==> src/decode_pkg.sv <==
package decode_pkg;

  localparam int XLEN = 32;
  localparam int ILEN = 32;

  typedef logic [XLEN-1:0] word_t;
  typedef logic [4:0] reg_addr_t;

  // operation requested from the execute stage ALU
  typedef enum logic [3:0] {
    ALU_ADD  = 4'd0,
    ALU_SUB  = 4'd1,
    ALU_SLL  = 4'd2,
    ALU_SRL  = 4'd3,
    ALU_SRA  = 4'd4,
    ALU_SLT  = 4'd5,
    ALU_SLTU = 4'd6,
    ALU_XOR  = 4'd7,
    ALU_OR   = 4'd8,
    ALU_AND  = 4'd9,
    ALU_LUI  = 4'd10,
    ALU_NONE = 4'd15
  } alu_op_t;

  // source of the value written back to rd
  typedef enum logic [1:0] {
    WB_NONE     = 2'd0,
    WB_PC_PLUS4 = 2'd1,
    WB_ALU      = 2'd2,
    WB_MEM      = 2'd3
  } wb_sel_t;

  typedef enum logic [2:0] {
    LD_NONE = 3'd0,
    LD_LB   = 3'd1,
    LD_LBU  = 3'd2,
    LD_LH   = 3'd3,
    LD_LHU  = 3'd4,
    LD_LW   = 3'd5
  } load_op_t;

  typedef enum logic [1:0] {
    ST_NONE = 2'd0,
    ST_SB   = 2'd1,
    ST_SH   = 2'd2,
    ST_SW   = 2'd3
  } store_op_t;

  // major opcodes of the RV32I base set
  localparam logic [6:0] OP_LUI     = 7'b0110111;
  localparam logic [6:0] OP_AUIPC   = 7'b0010111;
  localparam logic [6:0] OP_BRANCH  = 7'b1100011;
  localparam logic [6:0] OP_JAL     = 7'b1101111;
  localparam logic [6:0] OP_JALR    = 7'b1100111;
  localparam logic [6:0] OP_LOAD    = 7'b0000011;
  localparam logic [6:0] OP_STORE   = 7'b0100011;
  localparam logic [6:0] OP_ALU_IMM = 7'b0010011;
  localparam logic [6:0] OP_ALU     = 7'b0110011;

endpackage
==> src/decode_stage.sv <==
`timescale 1ns/1ps

module decode_stage
  import decode_pkg::*;
(
  input  logic            clk,
  input  logic            rst,
  input  logic            in_valid,
  output logic            in_ready,
  input  word_t           in_pc,
  input  logic [ILEN-1:0] in_inst,
  output logic            out_valid,
  input  logic            out_ready,
  output word_t           out_pc,
  output word_t           out_imm,
  output word_t           out_rs1_value,
  output word_t           out_rs2_value,
  output logic            out_src1_is_pc,
  output logic            out_src2_is_imm,
  output logic            out_rf_wr_en,
  output reg_addr_t       out_rf_waddr,
  output wb_sel_t         out_wb_sel,
  output alu_op_t         out_alu_op,
  output load_op_t        out_load_op,
  output store_op_t       out_store_op,
  input  logic            exe_valid,
  input  logic            exe_is_load,
  input  logic            exe_wr_en,
  input  reg_addr_t       exe_waddr,
  input  word_t           exe_wdata,
  input  logic            mem_valid,
  input  logic            mem_wr_en,
  input  reg_addr_t       mem_waddr,
  input  word_t           mem_wdata,
  input  logic            wb_valid,
  input  logic            wb_wr_en,
  input  reg_addr_t       wb_waddr,
  input  word_t           wb_wdata,
  output logic            redirect_valid,
  output word_t           redirect_target
);

  // decode register
  logic            id_valid;
  word_t           id_pc;
  logic [ILEN-1:0] id_inst;

  logic      dec_rf_wr_en;
  logic      use_rs1;
  logic      use_rs2;
  logic      is_branch;
  logic      is_jal;
  logic      is_jalr;
  reg_addr_t rs1;
  reg_addr_t rs2;
  word_t     rf_rdata1;
  word_t     rf_rdata2;
  logic      load_use_stall;
  logic      taken;

  assign out_valid = id_valid && !load_use_stall;
  assign in_ready  = !id_valid || (out_valid && out_ready);

  // only resolve when the instruction actually leaves this cycle
  assign redirect_valid = out_valid && out_ready && taken;

  always_ff @(posedge clk)
  begin
    if (rst)
    begin
      id_valid <= 1'b0;
    end
    else if (redirect_valid)
    begin
      // the fetch slot behind a taken jump is on the wrong path
      id_valid <= 1'b0;
    end
    else if (in_ready)
    begin
      id_valid <= in_valid;
    end
  end

  always_ff @(posedge clk)
  begin
    if (in_valid && in_ready)
    begin
      id_pc   <= in_pc;
      id_inst <= in_inst;
    end
  end

  inst_decoder u_inst_decoder (
    .inst        (id_inst),
    .rf_wr_en    (dec_rf_wr_en),
    .src1_is_pc  (out_src1_is_pc),
    .src2_is_imm (out_src2_is_imm),
    .use_rs1     (use_rs1),
    .use_rs2     (use_rs2),
    .is_branch   (is_branch),
    .is_jal      (is_jal),
    .is_jalr     (is_jalr),
    .rs1         (rs1),
    .rs2         (rs2),
    .rd          (out_rf_waddr),
    .imm         (out_imm),
    .alu_op      (out_alu_op),
    .wb_sel      (out_wb_sel),
    .load_op     (out_load_op),
    .store_op    (out_store_op)
  );

  reg_file u_reg_file (
    .clk    (clk),
    .rst    (rst),
    .raddr1 (rs1),
    .raddr2 (rs2),
    .rdata1 (rf_rdata1),
    .rdata2 (rf_rdata2),
    .we     (wb_valid && wb_wr_en),
    .waddr  (wb_waddr),
    .wdata  (wb_wdata)
  );

  operand_bypass u_operand_bypass (
    .rs1            (rs1),
    .rs2            (rs2),
    .exe_waddr      (exe_waddr),
    .mem_waddr      (mem_waddr),
    .wb_waddr       (wb_waddr),
    .use_rs1        (use_rs1),
    .use_rs2        (use_rs2),
    .exe_valid      (exe_valid),
    .exe_is_load    (exe_is_load),
    .exe_wr_en      (exe_wr_en),
    .mem_valid      (mem_valid),
    .mem_wr_en      (mem_wr_en),
    .wb_valid       (wb_valid),
    .wb_wr_en       (wb_wr_en),
    .rf_rdata1      (rf_rdata1),
    .rf_rdata2      (rf_rdata2),
    .exe_wdata      (exe_wdata),
    .mem_wdata      (mem_wdata),
    .wb_wdata       (wb_wdata),
    .rs1_value      (out_rs1_value),
    .rs2_value      (out_rs2_value),
    .load_use_stall (load_use_stall)
  );

  branch_unit u_branch_unit (
    .pc        (id_pc),
    .imm       (out_imm),
    .rs1_value (out_rs1_value),
    .rs2_value (out_rs2_value),
    .funct3    (id_inst[14:12]),
    .is_branch (is_branch),
    .is_jal    (is_jal),
    .is_jalr   (is_jalr),
    .taken     (taken),
    .target    (redirect_target)
  );

  assign out_pc       = id_pc;
  assign out_rf_wr_en = id_valid && dec_rf_wr_en;

endmodule

==> src/branch_unit.sv <==
`timescale 1ns/1ps

module branch_unit
  import decode_pkg::*;
(
  input  word_t      pc,
  input  word_t      imm,
  input  word_t      rs1_value,
  input  word_t      rs2_value,
  input  logic [2:0] funct3,
  input  logic       is_branch,
  input  logic       is_jal,
  input  logic       is_jalr,
  output logic       taken,
  output word_t      target
);

  logic cond;

  always_comb
  begin
    case (funct3)
      3'b000: cond = (rs1_value == rs2_value);
      3'b001: cond = (rs1_value != rs2_value);
      3'b100: cond = ($signed(rs1_value) < $signed(rs2_value));
      3'b101: cond = ($signed(rs1_value) >= $signed(rs2_value));
      3'b110: cond = (rs1_value < rs2_value);
      3'b111: cond = (rs1_value >= rs2_value);
      default: cond = 1'b0;
    endcase
  end

  // jumps are always taken
  assign taken = is_jal || is_jalr || (is_branch && cond);

  // jalr is register relative, everything else pc relative
  assign target = is_jalr ? (rs1_value + imm) : (pc + imm);

endmodule

==> src/operand_bypass.sv <==
`timescale 1ns/1ps

module operand_bypass
  import decode_pkg::*;
(
  input  reg_addr_t rs1,
  input  reg_addr_t rs2,
  input  reg_addr_t exe_waddr,
  input  reg_addr_t mem_waddr,
  input  reg_addr_t wb_waddr,
  input  logic      use_rs1,
  input  logic      use_rs2,
  input  logic      exe_valid,
  input  logic      exe_is_load,
  input  logic      exe_wr_en,
  input  logic      mem_valid,
  input  logic      mem_wr_en,
  input  logic      wb_valid,
  input  logic      wb_wr_en,
  input  word_t     rf_rdata1,
  input  word_t     rf_rdata2,
  input  word_t     exe_wdata,
  input  word_t     mem_wdata,
  input  word_t     wb_wdata,
  output word_t     rs1_value,
  output word_t     rs2_value,
  output logic      load_use_stall
);

  logic exe_writes;
  logic mem_writes;
  logic wb_writes;
  logic exe_hit1;
  logic exe_hit2;

  // a writer to x0 never matches, x0 stays zero
  assign exe_writes = exe_valid && exe_wr_en && (exe_waddr != 5'd0);
  assign mem_writes = mem_valid && mem_wr_en && (mem_waddr != 5'd0);
  assign wb_writes  = wb_valid && wb_wr_en && (wb_waddr != 5'd0);

  assign exe_hit1 = exe_writes && (rs1 == exe_waddr);
  assign exe_hit2 = exe_writes && (rs2 == exe_waddr);

  // newest writer wins
  assign rs1_value = exe_hit1                            ? exe_wdata :
                     (mem_writes && (rs1 == mem_waddr)) ? mem_wdata :
                     (wb_writes && (rs1 == wb_waddr))   ? wb_wdata  :
                     rf_rdata1;

  assign rs2_value = exe_hit2                            ? exe_wdata :
                     (mem_writes && (rs2 == mem_waddr)) ? mem_wdata :
                     (wb_writes && (rs2 == wb_waddr))   ? wb_wdata  :
                     rf_rdata2;

  // load data is not ready until memory, so hold the consumer
  assign load_use_stall = exe_is_load && ((use_rs1 && exe_hit1) || (use_rs2 && exe_hit2));

endmodule

==> src/reg_file.sv <==
`timescale 1ns/1ps

module reg_file
  import decode_pkg::*;
(
  input  logic      clk,
  input  logic      rst,
  input  reg_addr_t raddr1,
  input  reg_addr_t raddr2,
  output word_t     rdata1,
  output word_t     rdata2,
  input  logic      we,
  input  reg_addr_t waddr,
  input  word_t     wdata
);

  word_t regs [32];

  always_ff @(posedge clk)
  begin
    if (rst)
    begin
      for (int i = 0; i < 32; i++)
      begin
        regs[i] <= '0;
      end
    end
    else if (we && (waddr != 5'd0))
    begin
      regs[waddr] <= wdata;
    end
  end

  // combinational reads, same-cycle writes come through the wb forward path
  assign rdata1 = (raddr1 == 5'd0) ? '0 : regs[raddr1];
  assign rdata2 = (raddr2 == 5'd0) ? '0 : regs[raddr2];

endmodule

==> src/inst_decoder.sv <==
`timescale 1ns/1ps

module inst_decoder
  import decode_pkg::*;
(
  input  word_t     inst,
  output logic      rf_wr_en,
  output logic      src1_is_pc,
  output logic      src2_is_imm,
  output logic      use_rs1,
  output logic      use_rs2,
  output logic      is_branch,
  output logic      is_jal,
  output logic      is_jalr,
  output reg_addr_t rs1,
  output reg_addr_t rs2,
  output reg_addr_t rd,
  output word_t     imm,
  output alu_op_t   alu_op,
  output wb_sel_t   wb_sel,
  output load_op_t  load_op,
  output store_op_t store_op
);

  logic [6:0] opcode;
  logic [2:0] funct3;
  logic [6:0] funct7;
  logic       writes;
  alu_op_t    imm_alu;
  alu_op_t    reg_alu;
  word_t      imm_i;
  word_t      imm_s;
  word_t      imm_b;
  word_t      imm_u;
  word_t      imm_j;

  assign opcode = inst[6:0];
  assign funct3 = inst[14:12];
  assign funct7 = inst[31:25];
  assign rd     = inst[11:7];
  assign rs1    = inst[19:15];
  assign rs2    = inst[24:20];

  assign imm_i = {{20{inst[31]}}, inst[31:20]};
  assign imm_s = {{20{inst[31]}}, inst[31:25], inst[11:7]};
  assign imm_b = {{20{inst[31]}}, inst[7], inst[30:25], inst[11:8], 1'b0};
  assign imm_u = {inst[31:12], 12'b0};
  assign imm_j = {{12{inst[31]}}, inst[19:12], inst[20], inst[30:21], 1'b0};

  // alu op for reg-imm and reg-reg forms, ALU_NONE when funct bits are illegal
  always_comb
  begin
    imm_alu = ALU_NONE;
    reg_alu = ALU_NONE;
    case (funct3)
      3'b000: imm_alu = ALU_ADD;
      3'b010: imm_alu = ALU_SLT;
      3'b011: imm_alu = ALU_SLTU;
      3'b100: imm_alu = ALU_XOR;
      3'b110: imm_alu = ALU_OR;
      3'b111: imm_alu = ALU_AND;
      3'b001: imm_alu = (funct7 == 7'b0000000) ? ALU_SLL : ALU_NONE;
      default:
        imm_alu = (funct7 == 7'b0000000) ? ALU_SRL :
                  (funct7 == 7'b0100000) ? ALU_SRA : ALU_NONE;
    endcase
    if (funct7 == 7'b0000000)
    begin
      reg_alu = (funct3 == 3'b000) ? ALU_ADD : imm_alu;
    end
    else if (funct7 == 7'b0100000)
    begin
      reg_alu = (funct3 == 3'b000) ? ALU_SUB : (funct3 == 3'b101) ? ALU_SRA : ALU_NONE;
    end
  end

  always_comb
  begin
    writes      = 1'b0;
    src1_is_pc  = 1'b0;
    src2_is_imm = 1'b0;
    use_rs1     = 1'b0;
    use_rs2     = 1'b0;
    is_branch   = 1'b0;
    is_jal      = 1'b0;
    is_jalr     = 1'b0;
    imm         = '0;
    alu_op      = ALU_NONE;
    wb_sel      = WB_NONE;
    load_op     = LD_NONE;
    store_op    = ST_NONE;
    case (opcode)
      OP_LUI, OP_AUIPC:
      begin
        writes      = 1'b1;
        src1_is_pc  = 1'b1;
        src2_is_imm = 1'b1;
        imm         = imm_u;
        alu_op      = (opcode == OP_LUI) ? ALU_LUI : ALU_ADD;
        wb_sel      = WB_ALU;
      end
      OP_JAL:
      begin
        writes      = 1'b1;
        src1_is_pc  = 1'b1;
        src2_is_imm = 1'b1;
        is_jal      = 1'b1;
        imm         = imm_j;
        alu_op      = ALU_ADD;
        wb_sel      = WB_PC_PLUS4;
      end
      OP_JALR:
      begin
        if (funct3 == 3'b000)
        begin
          writes      = 1'b1;
          src2_is_imm = 1'b1;
          use_rs1     = 1'b1;
          is_jalr     = 1'b1;
          imm         = imm_i;
          alu_op      = ALU_ADD;
          wb_sel      = WB_PC_PLUS4;
        end
      end
      OP_BRANCH:
      begin
        // funct3 010 and 011 are not branches
        if (funct3[2:1] != 2'b01)
        begin
          src1_is_pc  = 1'b1;
          src2_is_imm = 1'b1;
          use_rs1     = 1'b1;
          use_rs2     = 1'b1;
          is_branch   = 1'b1;
          imm         = imm_b;
          alu_op      = ALU_ADD;
        end
      end
      OP_LOAD:
      begin
        case (funct3)
          3'b000: load_op = LD_LB;
          3'b001: load_op = LD_LH;
          3'b010: load_op = LD_LW;
          3'b100: load_op = LD_LBU;
          3'b101: load_op = LD_LHU;
          default: load_op = LD_NONE;
        endcase
        if (load_op != LD_NONE)
        begin
          writes      = 1'b1;
          src2_is_imm = 1'b1;
          use_rs1     = 1'b1;
          imm         = imm_i;
          alu_op      = ALU_ADD;
          wb_sel      = WB_MEM;
        end
      end
      OP_STORE:
      begin
        case (funct3)
          3'b000: store_op = ST_SB;
          3'b001: store_op = ST_SH;
          3'b010: store_op = ST_SW;
          default: store_op = ST_NONE;
        endcase
        if (store_op != ST_NONE)
        begin
          src2_is_imm = 1'b1;
          use_rs1     = 1'b1;
          use_rs2     = 1'b1;
          imm         = imm_s;
          alu_op      = ALU_ADD;
        end
      end
      OP_ALU_IMM:
      begin
        if (imm_alu != ALU_NONE)
        begin
          writes      = 1'b1;
          src2_is_imm = 1'b1;
          use_rs1     = 1'b1;
          imm         = imm_i;
          alu_op      = imm_alu;
          wb_sel      = WB_ALU;
        end
      end
      OP_ALU:
      begin
        if (reg_alu != ALU_NONE)
        begin
          writes  = 1'b1;
          use_rs1 = 1'b1;
          use_rs2 = 1'b1;
          alu_op  = reg_alu;
          wb_sel  = WB_ALU;
        end
      end
      default:
      begin
        writes = 1'b0;
      end
    endcase
  end

  // x0 is never written
  assign rf_wr_en = writes && (rd != 5'd0);

endmodule

==> config.mk <==
export PLATFORM = sky130hd
export DESIGN_NAME = decode_stage
export DESIGN_NICKNAME = d
export VERILOG_FILES = /design/src/decode_pkg.sv /design/src/decode_stage.sv /design/src/branch_unit.sv /design/src/operand_bypass.sv /design/src/reg_file.sv /design/src/inst_decoder.sv
export SDC_FILE = /design/constraint.sdc
export NUM_CORES = 2
export LEC_CHECK = 0
export ABC_CLOCK_PERIOD_IN_PS = 11100
export BUFFER_PORTS_ARGS = -buffer_cell sky130_fd_sc_hd__clkbuf_2
export CAP_MARGIN = 5
export CORE_MARGIN = 3
export CORE_UTILIZATION = 53
export DETAILED_ROUTE_END_ITERATION = 8
export PLACE_DENSITY_LB_ADDON = 0.25
export SLEW_MARGIN = 5
export SYNTH_ARGS = -nofsm -noshare
export SYNTH_HDL_FRONTEND = slang
export SYNTH_SLANG_ARGS = --single-unit
==> constraint.sdc <==
create_clock -name clk -period 11.1 [get_ports clk]
set_clock_uncertainty 0.2 [all_clocks]
set_input_delay 2.775 -clock clk [delete_from_list [all_inputs] [get_ports clk]]
set_output_delay 2.775 -clock clk [all_outputs]
set_load 0.05 [all_outputs]
==> summary.txt <==
Floorplan
  • Die Ht: 349 um
  • Die area: 122,000 um2
  • Rows: 125
  • Die X-Extent: 349 um
  • Core region area: 117,000 um2
  • Top-level port count: 368
  • Starting Density: 53.5%

Detailed routing
  • DRT antenna net count: 0
  • DRT iter0 DRCs: 6,066
  • Vias per Instance: 6.84
  • Final wirelength: 227,000 um
  • Initial DRT Pass Iterations: 6
  • Average wire per standard cell: 37.1 um
  • Drt drc: 0
  • Vias: 41,825

STA
  • Crit path time final: 10.80 ns
  • RSZ-0062 raised after global routing: false
  • Endpoints failing setup: 0
  • Relative slew margins: 25.5%
  • Setup tns final: 0 ns
  • Slew at the pin closest to its max-slew limit: 1.09 ns
  • Final Max Tran Viols: 0
  • Share of the cycle needed by the critical path after routing: 97.3%
  • Fmax: 92.6 MHz
  • Final hold vios: 0

Placement
  • IO buf count: 367
  • Routability cong.: 1.01
  • Cells after DPL: 5,883
  • Final HPWL DP: 146,000 um

Synth
  • Async SR Flop Fraction: 0%
  • Top cell type's share of synthesized area: 52.4%
  • Largest family of logic cells by synthesized area: multiplexers
  • Compound-Gate Fraction of Synth Area: 4.15%
  • Post-synthesis adder-cell area fraction: 1.30%
  • Simple-gate share of the synthesized area: 12.9%
  • Post-synthesis mux area share: 25.0%
  • Post-Synth XOR/XNOR Area: 0.857%
  • Post-synth EDFFs: 1,088
  • Sequential fraction of the synthesis area: 52.8%
  • Synth area leaders: edfxtp_1, mux4_2, and2_1, clkbuf_1, ha_1
  • Top-count cell post-synth: edfxtp_1
  • Primary FF master, synth: edfxtp_1
  • YS warnings: 0
  • Post-Syn Instances: 4,201
  • Cell taking the most area after synthesis: edfxtp_1
  • Synthesized area: 62,400 um2
  • Number of synthesized register bits: 1,099
  • Synth cell count leaders: edfxtp_1, and2_1, mux4_2
  • Syn avg cell area: 14.8 um2
  • Yosys cell types: 78

Power and ir drop
  • Switching power total: 3400 uW
  • VDD IR max: 0.129 mV
  • Clk pwr share: 34.8%
  • Int Pwr: 8090 uW
  • Design Power: 11,500 uW
  • Sequential power share: 43.3%
  • Sw Ratio: 29.6%
  • Leak: 0.0253 uW
  • PD cells: 163 nW/um2
  • Combinational power share: 21.9%

Setup path
  • WP data required: 8.12 ns
  • Worst setup EP type: output pin
  • Critical path arrival: 7.83 ns
  • CP max FO: 9
  • Worst setup SP type: input pin
  • CP Class: input pin to output pin
  • Cell mode on critical path: o31a_1
  • Critical path's slowest cell: or3_4
  • CP peak stage delay: 0.49 ns
  • CP cell instances: clkbuf_2, or3_4, o311ai_2, nor4_4, o21bai_4, o211ai_1, o21ai_1, a21oi_2, mux2_2, ha_1, inv_1, fa_1, nor2b_1, o31a_1, o31a_1, a31o_2, a31oi_2, o31ai_4, a311oi_2, a21oi_1, xor2_1, buf_12

GRT
  • Global route overflow: 0
  • First-pass GRT wire length: 316,000 um
  • Vias in the first global route: 41,165
  • Initial antenna violation count: 38
  • GRT Util Overall: 37.3%
  • Largest net degree at the start of global routing: 77

Final layout
  • Ratio of cells with drive above 1 in the final layout: 33.0%
  • P&R area growth vs syn: 13.2%
  • Final core occ: 60.6%
  • Final #Nets: 4,727
  • Final Instance Count excl. Fillers: 6,118

CTS
  • CTS tree: done
  • Clock sinks: 1,099
  • CTS Buf Count: 115
  • Clk_lat worst skew: 0.73 ns
  • H-tree Lvls: 3
  • Clock slew at reported path FFs: 0.06 ns
  • Clock Path Buffers: 3
  • CTS Root Cell: clkbuf_16

Run status
  • Status: completed

Hold path
  • Hold Path Class: register to register

Run
  • Max-cap violations: 0
[area by class of cell]
class | instances | area, um2
diodes | 19 | 47.5
multi-input cells | 2691 | 28000
clock buffers | 134 | 2990
clock inverters | 81 | 852
inverters | 19 | 71.3
fillers | 8678 | 45900
well taps | 1524 | 1910
flip-flops and latches | 1099 | 32900
repair buffers | 551 | 3790
[worst max-delay path: cells and delay by family]
family,cells,cell delay (ns)
AO/OA/AOI/OAI,12,2.78
AND/OR/NAND/NOR,3,0.78
adder cells (fa/ha/maj),2,0.60
buffers and inverters,3,0.43
XOR/XNOR,1,0.26
multiplexers,1,0.18
[state kept, by name (all words and copies together), names as in the netlist, named ones only]
signal	cells
u_reg_file.regs	1024
id_inst	32
out_pc	32
id_valid	1
[timing repair]
item | in CTS | in global routing
hold buffers | 0 | 0
setup endpoints to repair | 0 | 5
setup buffers | 0 | 1
gates resized for setup | 0 | 3
hold endpoints to repair | 0 | 0
[kinds of logic (layout without fill, tap and decap cells)]
logic type,after synthesis,count (layout)
and+or+nand+nor,1385,1385
DFF,1099,1099
muxes,749,749
buffers and inverters,442,785
AOI/OAI and AO/OA,400,400
adders and majority gates,64,64
xor gates and xnor gates,61,61
other,1,51
[power by group through the flow]
stage | combinational [uW] | sequential [uW] | clock (uW)
global route | 2590 | 4990 | 4180
floorplan | 1600 | 4960 | 0
detailed placement | 2470 | 5050 | 0
finish | 2510 | 4970 | 4000
CTS | 2470 | 4970 | 4020
global placement | 2460 | 5030 | 0
[metrics by stage]
stage / setup WS (ns) / hold WS [ns] / cell area [um2]
3_3_place_gp: 0.144 / 0.532 / 66700
2_1_floorplan: -0.0136 / 0.526 / 62500
4_1_cts: 0.125 / 0.557 / 70500
5_1_grt: 0.00535 / 0.575 / 70600
3_5_place_dp: 0.136 / 0.542 / 66700
6_report: 0.296 / 0.559 / 70600
[layer usage]
metal / global-route usage, % / up-vias / routed length [um]
met3: 10.7 / 641 / 30200
met2: 57.8 / 3172 / 105000
met1: 46.4 / 21248 / 76100
met5: 0 / - / 97
met4: 23.2 / 14 / 15800
li1: - / 16750 / -
[path summary, 6_finish.rpt]
path                                              end  slack [ns]                  start  cells past startpoint
worst min register to register               register        0.56  id_inst[18]$_DFFE_PP_                      2
worst max-delay path              redirect_target[30]        0.30            wb_waddr[3]                     22
worst max register to register  id_valid$_SDFFE_PP0N_        4.60               register                     19
worst min-delay path                         register        0.56  id_inst[18]$_DFFE_PP_                      2
[placed cells by master, fill, tap and decap left out, drive strengths merged, types with 35 or more instances in the layout]
cell type | Yosys | final
ha | 63 | 63
edfxtp | 1088 | 1088
clkinv | 0 | 53
nand2 | 136 | 136
a21o | 41 | 41
mux4 | 639 | 639
clkbuf | 309 | 479
and2 | 997 | 997
o21a | 39 | 39
mux2 | 42 | 42
nor2 | 110 | 110
xnor2 | 35 | 35
o21ai | 117 | 117
buf | 114 | 206
mux2i | 68 | 68
a21oi | 84 | 84
o211ai | 66 | 66
(Power assumes the default switching activity.)
